$ cat src/mario_pkg.sv
`default_nettype none

package mario_pkg;

    typedef logic [9:0] xpos_t;
    typedef logic [8:0] ypos_t;
    typedef logic signed [9:0] xspeed_t;
    typedef logic signed [8:0] yspeed_t;

    // wide signed forms for position plus speed arithmetic
    typedef logic signed [11:0] xcalc_t;
    typedef logic signed [10:0] ycalc_t;

    typedef enum logic [2:0] {
        ST_INITIAL  = 3'd0,
        ST_FLYING   = 3'd1,
        ST_JUMPING  = 3'd2,
        ST_WALKING  = 3'd3,
        ST_STANDING = 3'd4,
        ST_DYING    = 3'd5
    } move_state_t;

    typedef enum logic [3:0] {
        POSE_WALK_LEFT1  = 4'd1,
        POSE_WALK_LEFT2  = 4'd2,
        POSE_WALK_LEFT3  = 4'd3,
        POSE_WALK_RIGHT1 = 4'd4,
        POSE_WALK_RIGHT2 = 4'd5,
        POSE_FLY_LEFT    = 4'd6,
        POSE_FLY_RIGHT   = 4'd7,
        POSE_DIE1        = 4'd10,
        POSE_DIE2        = 4'd11,
        POSE_DIE3        = 4'd12,
        POSE_DIE4        = 4'd13,
        POSE_WALK_RIGHT3 = 4'd14
    } pose_t;

    localparam ypos_t TOP_BOUND    = 9'd5;
    localparam ypos_t BOTTOM_BOUND = 9'd461;
    localparam xpos_t LEFT_BOUND   = 10'd5;
    localparam xpos_t RIGHT_BOUND  = 10'd640;

    localparam xpos_t SPRITE_W = 10'd34;
    localparam ypos_t SPRITE_H = 9'd36;

    // rightmost x and floor-standing y for the sprite
    localparam xpos_t X_MAX   = RIGHT_BOUND - SPRITE_W;
    localparam ypos_t Y_FLOOR = BOTTOM_BOUND - SPRITE_H;

    localparam xpos_t START_X = 10'd136;
    localparam ypos_t START_Y = 9'd425;

    localparam xspeed_t WALK_SPEED = 10'sd5;
    localparam yspeed_t JUMP_SPEED = 9'sd5;
    localparam yspeed_t GRAVITY    = 9'sd1;

    localparam int NUM_PLATFORMS = 7;

    // platform rectangles, top to bottom of the screen
    localparam xpos_t PLAT_LX [NUM_PLATFORMS] = '{250, 0, 48, 0, 48, 0, 0};
    localparam xpos_t PLAT_RX [NUM_PLATFORMS] = '{388, 593, 640, 592, 640, 592, 640};
    localparam ypos_t PLAT_TY [NUM_PLATFORMS] = '{53, 114, 169, 243, 315, 388, 461};
    localparam ypos_t PLAT_BY [NUM_PLATFORMS] = '{70, 133, 187, 261, 334, 406, 479};

    function automatic xcalc_t wide_x(input xpos_t v);
        return $signed({2'b00, v});
    endfunction

    function automatic ycalc_t wide_y(input ypos_t v);
        return $signed({2'b00, v});
    endfunction

endpackage

`default_nettype wire
$ cat src/mario_top.sv
`timescale 1ns/100ps
`default_nettype none

module mario_top
    import mario_pkg::*;
(
    input  logic        clk,
    input  logic        rst,
    input  logic        start,
    input  logic        over,
    input  logic        key_left,
    input  logic        key_right,
    input  logic        key_jump,
    output xpos_t       x,
    output ypos_t       y,
    output move_state_t state,
    output pose_t       pose
);

    logic    on_ground;
    logic    facing_left;
    xspeed_t speed_x;
    yspeed_t speed_y;

    mario_fsm u_mario_fsm (
        .clk       (clk),
        .rst       (rst),
        .start     (start),
        .over      (over),
        .key_left  (key_left),
        .key_right (key_right),
        .key_jump  (key_jump),
        .on_ground (on_ground),
        .speed_y   (speed_y),
        .state     (state)
    );

    landing_detect u_landing_detect (
        .x         (x),
        .y         (y),
        .on_ground (on_ground)
    );

    // horizontal and vertical units run side by side
    x_motion u_x_motion (
        .clk         (clk),
        .rst         (rst),
        .state       (state),
        .key_left    (key_left),
        .key_right   (key_right),
        .x           (x),
        .speed_x     (speed_x),
        .facing_left (facing_left)
    );

    y_motion u_y_motion (
        .clk     (clk),
        .rst     (rst),
        .state   (state),
        .x       (x),
        .speed_x (speed_x),
        .y       (y),
        .speed_y (speed_y)
    );

    pose_select u_pose_select (
        .clk         (clk),
        .rst         (rst),
        .state       (state),
        .speed_x     (speed_x),
        .facing_left (facing_left),
        .pose        (pose)
    );

endmodule

`default_nettype wire

$ cat src/pose_select.sv
`timescale 1ns/100ps
`default_nettype none

module pose_select
    import mario_pkg::*;
(
    input  logic        clk,
    input  logic        rst,
    input  move_state_t state,
    input  xspeed_t     speed_x,
    input  logic        facing_left,
    output pose_t       pose
);

    logic [4:0] frame_cnt;

    // animation ticks only while moving
    always_ff @(posedge clk) begin
        if (rst) begin
            frame_cnt <= '0;
        end else if (state == ST_WALKING || state == ST_FLYING) begin
            frame_cnt <= frame_cnt + 5'd1;
        end
    end

    always_comb begin
        case (state)
            ST_WALKING: begin
                // stride order 1, 3, 2, 3
                case (frame_cnt[2:1])
                    2'b00: pose = (speed_x > 0) ? POSE_WALK_RIGHT1 : POSE_WALK_LEFT1;
                    2'b01: pose = (speed_x > 0) ? POSE_WALK_RIGHT3 : POSE_WALK_LEFT3;
                    2'b10: pose = (speed_x > 0) ? POSE_WALK_RIGHT2 : POSE_WALK_LEFT2;
                    default: pose = (speed_x > 0) ? POSE_WALK_RIGHT3 : POSE_WALK_LEFT3;
                endcase
            end
            ST_FLYING: begin
                pose = (speed_x > 0) ? POSE_FLY_RIGHT : POSE_FLY_LEFT;
            end
            ST_DYING: begin
                case (frame_cnt[2:1])
                    2'b00: pose = POSE_DIE1;
                    2'b01: pose = POSE_DIE2;
                    2'b10: pose = POSE_DIE3;
                    default: pose = POSE_DIE4;
                endcase
            end
            default: begin
                pose = facing_left ? POSE_WALK_LEFT3 : POSE_WALK_RIGHT3;
            end
        endcase
    end

endmodule

`default_nettype wire

$ cat src/y_motion.sv
`timescale 1ns/100ps
`default_nettype none

module y_motion
    import mario_pkg::*;
(
    input  logic        clk,
    input  logic        rst,
    input  move_state_t state,
    input  xpos_t       x,
    input  xspeed_t     speed_x,
    output ypos_t       y,
    output yspeed_t     speed_y
);

    ycalc_t sy;
    xcalc_t sx;
    ycalc_t y_try;
    ycalc_t foot_try;
    xcalc_t xp_left;
    xcalc_t xp_right;
    logic   bump;
    logic   land;
    logic   over_plat;
    ypos_t  bump_y;
    ypos_t  land_y;
    ypos_t  fly_y;

    assign sy = speed_y;
    assign sx = speed_x;

    // predicted sprite box for this frame
    assign y_try    = wide_y(y) + sy;
    assign foot_try = y_try + wide_y(SPRITE_H);
    assign xp_left  = wide_x(x) + sx;
    assign xp_right = xp_left + wide_x(SPRITE_W);

    always_comb begin
        bump      = y_try < wide_y(TOP_BOUND);
        bump_y    = TOP_BOUND;
        land      = foot_try > wide_y(BOTTOM_BOUND);
        land_y    = Y_FLOOR;
        over_plat = 1'b0;
        for (int i = 0; i < NUM_PLATFORMS; i++) begin
            over_plat = (xp_left < wide_x(PLAT_RX[i])) && (xp_right > wide_x(PLAT_LX[i]));
            // head inside the platform slab
            if (!bump && over_plat && y_try > wide_y(PLAT_TY[i]) &&
                y_try < wide_y(PLAT_BY[i])) begin
                bump   = 1'b1;
                bump_y = PLAT_BY[i];
            end
            // feet inside the platform slab
            if (!land && over_plat && foot_try > wide_y(PLAT_TY[i]) &&
                foot_try < wide_y(PLAT_BY[i])) begin
                land   = 1'b1;
                land_y = PLAT_TY[i] - SPRITE_H;
            end
        end
        // head bump takes priority over landing
        if (bump) begin
            fly_y = bump_y;
        end else if (land) begin
            fly_y = land_y;
        end else begin
            fly_y = y_try[8:0];
        end
    end

    always_ff @(posedge clk) begin
        if (rst) begin
            y       <= START_Y;
            speed_y <= '0;
        end else begin
            case (state)
                ST_INITIAL: begin
                    y       <= START_Y;
                    speed_y <= '0;
                end
                ST_JUMPING: begin
                    speed_y <= -JUMP_SPEED;
                end
                ST_FLYING: begin
                    y       <= fly_y;
                    speed_y <= speed_y + GRAVITY;
                end
                default: begin
                    speed_y <= '0;
                end
            endcase
        end
    end

endmodule

`default_nettype wire

$ cat src/x_motion.sv
`timescale 1ns/100ps
`default_nettype none

module x_motion
    import mario_pkg::*;
(
    input  logic        clk,
    input  logic        rst,
    input  move_state_t state,
    input  logic        key_left,
    input  logic        key_right,
    output xpos_t       x,
    output xspeed_t     speed_x,
    output logic        facing_left
);

    xcalc_t sx;
    xcalc_t x_try;
    xpos_t  x_clamp;
    logic   clamped;

    assign sx = speed_x;

    // move by last frame's speed, then hold inside the screen
    always_comb begin
        x_try   = wide_x(x) + sx;
        clamped = 1'b1;
        if (x_try < wide_x(LEFT_BOUND)) begin
            x_clamp = LEFT_BOUND;
        end else if (x_try > wide_x(X_MAX)) begin
            x_clamp = X_MAX;
        end else begin
            x_clamp = x_try[9:0];
            clamped = 1'b0;
        end
    end

    always_ff @(posedge clk) begin
        if (rst) begin
            x           <= START_X;
            speed_x     <= '0;
            facing_left <= 1'b0;
        end else begin
            case (state)
                ST_INITIAL: begin
                    x       <= START_X;
                    speed_x <= '0;
                end
                ST_WALKING: begin
                    x <= x_clamp;
                    // left wins when both keys are held
                    if (key_left) begin
                        speed_x     <= -WALK_SPEED;
                        facing_left <= 1'b1;
                    end else if (key_right) begin
                        speed_x     <= WALK_SPEED;
                        facing_left <= 1'b0;
                    end
                end
                ST_FLYING: begin
                    x <= x_clamp;
                    if (clamped) begin
                        speed_x <= '0;
                    end
                end
                ST_STANDING, ST_DYING: begin
                    speed_x <= '0;
                end
                default: begin
                    x <= x;
                end
            endcase
        end
    end

endmodule

`default_nettype wire

$ cat src/mario_fsm.sv
`timescale 1ns/100ps
`default_nettype none

module mario_fsm
    import mario_pkg::*;
(
    input  logic        clk,
    input  logic        rst,
    input  logic        start,
    input  logic        over,
    input  logic        key_left,
    input  logic        key_right,
    input  logic        key_jump,
    input  logic        on_ground,
    input  yspeed_t     speed_y,
    output move_state_t state
);

    move_state_t next_state;
    logic        dir_key;

    assign dir_key = key_left || key_right;

    always_ff @(posedge clk) begin
        if (rst) begin
            state <= ST_INITIAL;
        end else begin
            state <= next_state;
        end
    end

    always_comb begin
        next_state = state;
        case (state)
            ST_INITIAL: begin
                if (start) begin
                    next_state = ST_STANDING;
                end
            end
            // held until reset
            ST_DYING: begin
                next_state = ST_DYING;
            end
            default: begin
                if (over) begin
                    next_state = ST_DYING;
                end else begin
                    case (state)
                        ST_JUMPING: begin
                            next_state = ST_FLYING;
                        end
                        ST_FLYING: begin
                            // land only once moving down or at rest
                            if (on_ground && speed_y >= 0) begin
                                next_state = ST_STANDING;
                            end
                        end
                        ST_STANDING, ST_WALKING: begin
                            if (!on_ground) begin
                                next_state = ST_FLYING;
                            end else if (key_jump) begin
                                next_state = ST_JUMPING;
                            end else if (state == ST_STANDING && dir_key) begin
                                next_state = ST_WALKING;
                            end else if (state == ST_WALKING && !dir_key) begin
                                next_state = ST_STANDING;
                            end
                        end
                        default: begin
                            next_state = state;
                        end
                    endcase
                end
            end
        endcase
    end

endmodule

`default_nettype wire

$ cat src/landing_detect.sv
`timescale 1ns/100ps
`default_nettype none

module landing_detect
    import mario_pkg::*;
(
    input  xpos_t x,
    input  ypos_t y,
    output logic  on_ground
);

    logic [10:0]              x_right;
    logic [9:0]               feet;
    logic [NUM_PLATFORMS-1:0] on_plat;

    // sprite right edge and foot line
    assign x_right = x + SPRITE_W;
    assign feet    = y + SPRITE_H;

    always_comb begin
        for (int i = 0; i < NUM_PLATFORMS; i++) begin
            // horizontal overlap and feet inside the top band
            on_plat[i] = (x < PLAT_RX[i]) && (x_right > PLAT_LX[i]) &&
                         (feet >= PLAT_TY[i]) && (feet <= PLAT_BY[i]);
        end
    end

    assign on_ground = (feet >= BOTTOM_BOUND) || (|on_plat);

endmodule

`default_nettype wire

$ cat config.mk
export PLATFORM = sky130hd
export DESIGN_NAME = mario_top
export DESIGN_NICKNAME = d
export VERILOG_FILES = /design/src/mario_pkg.sv /design/src/mario_top.sv /design/src/pose_select.sv /design/src/y_motion.sv /design/src/x_motion.sv /design/src/mario_fsm.sv /design/src/landing_detect.sv
export SDC_FILE = /design/constraint.sdc
export NUM_CORES = 1
export LEC_CHECK = 0
export BUFFER_PORTS_ARGS = -buffer_cell sky130_fd_sc_hd__buf_4
export CORE_MARGIN = 2
export CORE_UTILIZATION = 36
export CTS_CLUSTER_SIZE = 12
export DETAILED_ROUTE_END_ITERATION = 8
export MAX_ROUTING_LAYER = met4
export PLACE_DENSITY = 0.52
export SETUP_SLACK_MARGIN = 0.1
export SYNTH_ARGS = -nofsm -noshare
export SYNTH_HDL_FRONTEND = slang
export SYNTH_HIERARCHICAL = 1
export SYNTH_SLANG_ARGS = --single-unit
$ cat constraint.sdc
create_clock -name clk -period 5.18 [get_ports clk]
set_input_delay 0.518 -clock clk [delete_from_list [all_inputs] [get_ports clk]]
set_output_delay 0.518 -clock clk [all_outputs]
set_load 0.005 [all_outputs]
==> qor.txt, run 1 <==
Hold Path Class - input port to flip-flop
WL final - 23.07 mm
Number of synthesized flops with an enable pin - 0
Yosys reg bits - 38
Top_reg_cell synth - dfxtp_1
Post-Synthesis Cells - 973
Slack of the critical path - 621.7 ps
WL per Instance - 18.34 um
Crit. End Element - flip-flop
H-tree depth - 2
Clk slew on worst S/H paths - 70 ps
Status - finished, final reports clean
Seq/Total Area, Yosys - 10.41%
Worst R2R Start - u_y_motion/speed_y[0]
Largest net degree at the start of global routing - 30
FF-to-FF setup slack - 620 ps
RSZ-0062 raised after global routing - false
Syn Area/Cell - 7.512 um2
DP Area - 7802 um2
Via count - 7763
GRT Resource Usage Total - 21.18%
Worst slew margin - 49.79%
FF-to-FF End - u_y_motion/y[3]
DR iter-0 viols - 657
First-pass GRT wire length - 36.89 mm
Worst Skew - 7.561 ps
CTS root buf - clkbuf_16
Total Power - 1705 uW
Worst r2r path cells - 16
Non-filler cells, final - 1258
Delay-heaviest family, CP - compound AO/OA/AOI/OAI gates
Row cnt - 52
Worst path max stage delay - 580 ps
Hold path depth - 2
Hold path startpoint - over
Worst vdd ir - 124.5 uV
# diodes - 0
Crit path cell chain - ha_1, inv_1, fa_1, xnor2_1, buf_4, ha_1, buf_4, xor3_1, o31a_1, and4_1, o211ai_1, nand2_1, and4_1, a2111oi_4, a311oi_1, o41ai_2
DRC violations left - 0
DIE AREA - 21460 um2
Ys Warns - 6
Worst-path fanout max - 12
TNS Setup - 0 ps
Die W - 146.5 um
Post-CTS sizing - 0
Number of global-route vias before repair - 6908
Final Hold Fails - 0
Fmax - 219.4 MHz
Hold Crit Endpoint - u_mario_fsm/state[1]
DR vias/cell - 6.171
Buffers added on ports - 32
Post-route cell area - 7949 um2
Critical path class - flip-flop to flip-flop
Clock latency on the worst-skew pair - 290 ps
Antenna viol nets, final - 0
Layout cells sized above 1 - 13.46%
Netlist area before placement - 7310 um2
Ys async rst share - 0%
CTS Hold Bufs - 0
FILL cells - 2082
CTS buffer count - 5
Crit start category - flip-flop
Pwr Density - 214.4 nW/um2
DP Worst Slack - 694.0 ps
Die H - 146.5 um
Grt ovf - 0
Area Overhead vs Synth - 8.747%
Post-CTS Setup Repair Bufs - 0
Initial antenna violation count - 0
Core ar. - 20100 um2
CTS Sinks - 38
Inst Count DP - 1250
Tmin final - 4558 ps
TritonCTS clock tree - done
Crit path DAT - 4760 ps
Initial core utilization - 36.36%
Placer congestion estimate - 0.9828
Crit path buf inv count - 3
Post-synthesis net count - 1035
Max clock buf depth - 2
Slew at the pin closest to its max-slew limit - 752.1 ps
Ranking of synthesized cells by area - dfxtp_1, ha_1, nor2_1
First drt pass iteration count - 5
Top-level I/O count - 33
Final Max Tran Viols - 0
Final setup viols - 0
Hpwl dp - 17.57 mm
Period Utilization, post-route - 88.00%
Leak pwr - 0.003042 uW
Crit path required time - 5380 ps
Max Cap Violations - 0
CP max-delay cell - a2111oi_4
Leading area contributor after synthesis - dfxtp_1
Final net count - 1049
Yosys top cell area share - 10.41%
Library cells used by synthesis - 120
[final cells by class]
class                      instances  area (um2)  area share, %
clock buffer                       5       125.1          1.574
clock inverter                     3       21.27         0.2676
sequential                        38       760.7          9.570
timing repair buffer              57       427.9          5.383
tap                              270       337.8          4.250
multi-input combinational        839        6103          76.78
inverter                          46       172.7          2.172
[cell families after synthesis]
group,share of synthesized area [%]
xor+xnor,5.666
buf+inv,6.094
compound gates,39.46
mux,0.9586
fa+ha+maj,9.723
flops,10.41
simple gates,27.70
[placed cells by master, fill, tap and decap left out, drive strengths merged, types with 11 or more instances in the layout]
cell,count
nor3,37
a21oi,62
o21ai,62
ha,52
nor4,17
a21o,18
nor2b,12
nand3,48
buf,57
a211oi,32
xnor2,26
nand2,65
xor2,13
inv,46
nand4,12
a41oi,11
a31oi,21
and2,16
o211ai,14
and3,18
dfxtp,38
nor2,86
[routing by layer]
layer | GRT usage (%) | vias to the layer above | share of wire, %
met4 | 4.757 | 0 | 1.8
met5 | - | - | 0
met3 | 2.250 | 30 | 5.2
met2 | 32.62 | 238 | 44
li1 | - | 3802 | -
met1 | 29.87 | 3693 | 49
[synthesized netlist by cell type (all sizes together) (6+ instances only)]
cell	instances
and2	16
o211ai	14
xor2	13
or2	7
xnor2	26
nor3b	9
o22ai	7
inv	46
a41oi	11
mux2i	7
nor2b	12
nor3	37
dfxtp	38
o31ai	9
a31oi	21
o211a	6
a221oi	7
a211o	10
a21oi	62
nor2	86
a211oi	32
nand2b	10
a21o	18
clkbuf	18
o32ai	6
nand3	48
nand4	12
and3	18
a22oi	10
o2bb2ai	7
nand3b	7
o2111a	7
ha	52
nand2	65
o21ai	62
o2111ai	6
nor4	17
o21a	8
buf	32
[power by group]
group | switching, uW | internal [uW] | leakage (uW)
registers | 28.6 | 311 | 0.000307
clock network | 139 | 179 | 0.0000698
logic | 672 | 376 | 0.00266
[registers in the layout, indices dropped and copies added (netlist names)]
register	count
u_x_motion/x	10
u_mario_fsm/state	3
u_x_motion/facing_left	1
u_pose_select/frame_cnt	3
u_x_motion/speed_x	3
u_y_motion/speed_y	9
u_y_motion/y	9
[stage by stage]
step                      hold WS, ps  util, %
after global placement          445.1    38.81
final                           434.0    39.54
after global routing            434.6    39.54
after floorplan                 432.5        -
after detailed placement        446.3    38.81
after CTS                       426.9    39.54
[worst max path at each step]
stage	cells past startpoint	slack [ps]	start	to
final	16	620	u_y_motion/speed_y[0]	u_y_motion/y[3]
after global routing	13	260	u_x_motion/speed_x[8]	u_y_motion/y[3]
after CTS	13	690	u_x_motion/speed_x[8]	u_y_motion/y[2]
after detailed placement	13	690	u_x_motion/speed_x[8]	u_y_motion/y[3]
after global placement	13	790	u_x_motion/speed_x[8]	u_y_motion/y[3]
after floorplan	13	1060	u_y_motion/y[1]	u_y_motion/y[2]
Note: power is estimated with default switching activity, not from simulation.
==> run 2: changes to the inputs <==
- CORE_MARGIN: 2 -> 1.5
- GPL_TIMING_DRIVEN: unset -> 0
==> run 2 against run 1 <==
Effect of this change:
- sequential power grew 6%
- fmax shrank 3.1%
- utilization grew 1.5 points
- clock skew grew 3.4 ps
- combinational power shrank 4%
- critical endpoint is now u_y_motion/y[0]
- largest cell class unchanged
==> qor.txt, run 2 (synthesized netlist as in run 1, its figures left out) <==
Status - finished, final reports clean
Worst vdd ir - 119.8 uV (-3.8%)
First-pass GRT wire length - 36.70 mm (-0.50%)
Leak pwr - 0.003130 uW (+2.9%)
Clk pwr share - 20.7% (+2.1 points)
Via count - 7783 (+0.26%)
Final setup viols - 0 (unchanged)
Crit path cell chain - inv_1, fa_1, nand2b_1, a21oi_2, xor2_1, a31oi_2, nor4_4, o211ai_1, a21bo_1, buf_2, a211oi_1, and3_1, a41oi_1, and2_1
Largest regs - u_x_motion/x x10, u_y_motion/speed_y x9, u_y_motion/y x9
Die W - 145.5 um (-0.68%)
Layout cells sized above 1 - 14.41% (+0.95 points)
Sw Ratio - 47.08% (-2.1 points)
Max clock buf depth - 2 (unchanged)
DIE AREA - 21170 um2 (-1.4%)
Crit path required time - 5350 ps (-30 ps)
Critical path class - flip-flop to flip-flop
CTS buffer count - 5 (unchanged)
Core ar. - 19720 um2 (-1.9%)
Placer congestion estimate - 0.8931 (-9.1%)
Tmin final - 4703 ps (+144.9 ps)
Worst Skew - 10.91 ps (+3.351 ps)
Max FFs per register - 10 (unchanged)
RSZ-0062 raised after global routing - false
Slew at the pin closest to its max-slew limit - 789.6 ps (+37.45 ps)
Non-filler cells, final - 1278 (+1.6%)
Clk slew on worst S/H paths - 60 ps (about the same)
DRC violations left - 0 (unchanged)
Crit. End Element - flip-flop
FF-to-FF setup slack - 480 ps (-140 ps)
Hold Path Class - input port to flip-flop
Final Max Tran Viols - 0 (unchanged)
Number of global-route vias before repair - 7021 (+1.6%)
Buffers added on ports - 32 (unchanged)
Pwr Density - 213.4 nW/um2 (-0.48%)
Largest Register - u_x_motion/x
Commonest non-fill, non-tap cell in the layout - nor2_1
Final Hold Fails - 0 (unchanged)
Final hold slack - 447.7 ps (+13.72 ps)
GRT Resource Usage Total - 21.21% (+0.027 points)
Initial antenna violation count - 0 (unchanged)
Area Overhead vs Synth - 10.80%
Initial core utilization - 37.07% (+0.71 points)
H-tree depth - 2 (unchanged)
Sequential share of power - 20.7% (+0.8 points)
Comb pwr share - 58.6% (-2.9 points)
Period Utilization, post-route - 90.80% (+2.8 points)
WL final - 22.61 mm (-2.0%)
DP Worst Slack - 52.28 ps (-641.7 ps)
# diodes - 0 (unchanged)
Worst slew margin - 47.17% (-2.6 points)
Switching power - 813.7 uW (-3.0%)
TritonCTS clock tree - done
Grt ovf - 0 (unchanged)
Slack of the critical path - 476.8 ps (-144.9 ps)
CP max-delay cell - dfxtp_1
Die H - 145.5 um (-0.68%)
Crit start category - flip-flop
Post-CTS Setup Repair Bufs - 0 (unchanged)
TNS Setup - 0 ps (unchanged)
Max Cap Violations - 0 (unchanged)
Internal - 914.7 uW (+5.7%)
Final net count - 1074 (+2.4%)
Hpwl dp - 17.42 mm (-0.86%)
Crit path DAT - 4880 ps (+120 ps)
DR iter-0 viols - 643 (-2.1%)
Top-level I/O count - 33 (unchanged)
DR vias/cell - 6.090 (-1.3%)
Row cnt - 51 (-1.9%)
Fmax - 212.6 MHz (-3.1%)
WL per Instance - 17.69 um (-3.5%)
CTS root buf - clkbuf_16
Most frequent cells in the layout - nor2_1, nand2_1, a21oi_1
CTS Sinks - 38 (unchanged)
Worst path max stage delay - 660 ps (+80 ps)
Antenna viol nets, final - 0 (unchanged)
Largest net degree at the start of global routing - 23 (-23%)
Worst-path fanout max - 13 (+1)
Inst Count DP - 1270 (+1.6%)
Clock latency on the worst-skew pair - 290 ps (about the same)
First drt pass iteration count - 5 (unchanged)
## run 2: cell types whose count changed in the layout (fill, tap and decap cells not counted), sizes merged
cell and change:
buf +7, bufinv +1, clkbuf +18, clkinv -2, clkinvlp +1
## run 2: power by group through the flow
| stage | clock network [uW] | logic [uW] | registers, uW |
|---|---|---|---|
| after CTS | 368 | 991 | 360 |
| after global routing | 381 | 1100 | 363 |
| after detailed placement | 0 | 982 | 365 |
| after floorplan | 0 | 752 | 345 |
| after global placement | 0 | 991 | 366 |
| final | 358 | 1010 | 358 |
## run 2: metrics by stage
stage	power, uW	util, %	cell area (um2)
after floorplan	1097	-	7310
after global placement	1358	39.97	7881
after detailed placement	1348	39.97	7881
after CTS	1718	40.91	8066
after global routing	1846	41.07	8099
final	1728	41.07	8099
## run 2: final cells by class
cell class,count,area (um2)
Fill cell,2104,11620
Multi-Input combinational cell,839,6148
Sequential cell,38,763.2
Tap cell,265,331.6
Buffer,50,272.8
Timing Repair Buffer,32,240.2
Inverter,46,172.7
Clock buffer,5,125.1
Clock inverter,3,45.04
## run 2: what timing repair did
item | 4_1_cts | 5_1_grt
gates resized for setup | 2 | 5
setup endpoints to repair | 3 | 8
hold buffers | 0 | 0
## run 2: per-layer routing
metal  up-vias  track usage, %  part of all wire (%)
li1       3857               -                     -
met1      3688           29.92                    50
met3        18           1.755                   4.4
met2       220           32.93                    44
met4         0           4.388                   1.0
met5         -               -                     0
## run 2: worst max-delay path: cells and delay by family, from the launching register on
kind | cells | cell delay [ps]
AOI/OAI and AO/OA | 6 | 1530
and+or+nand+nor | 4 | 970
DFF | 1 | 660
xor gates and xnor gates | 1 | 590
adders and majority gates | 1 | 510
buffers and inverters | 2 | 320
## run 2: worst paths after layout
kind	cells past startpoint	to	start
min	2	u_mario_fsm/state[1]	over
min reg2reg	2	u_x_motion/facing_left	u_x_motion/facing_left
max	14	u_y_motion/y[0]	u_x_motion/x[1]
max reg2reg	14	u_y_motion/y[0]	u_x_motion/x[1]
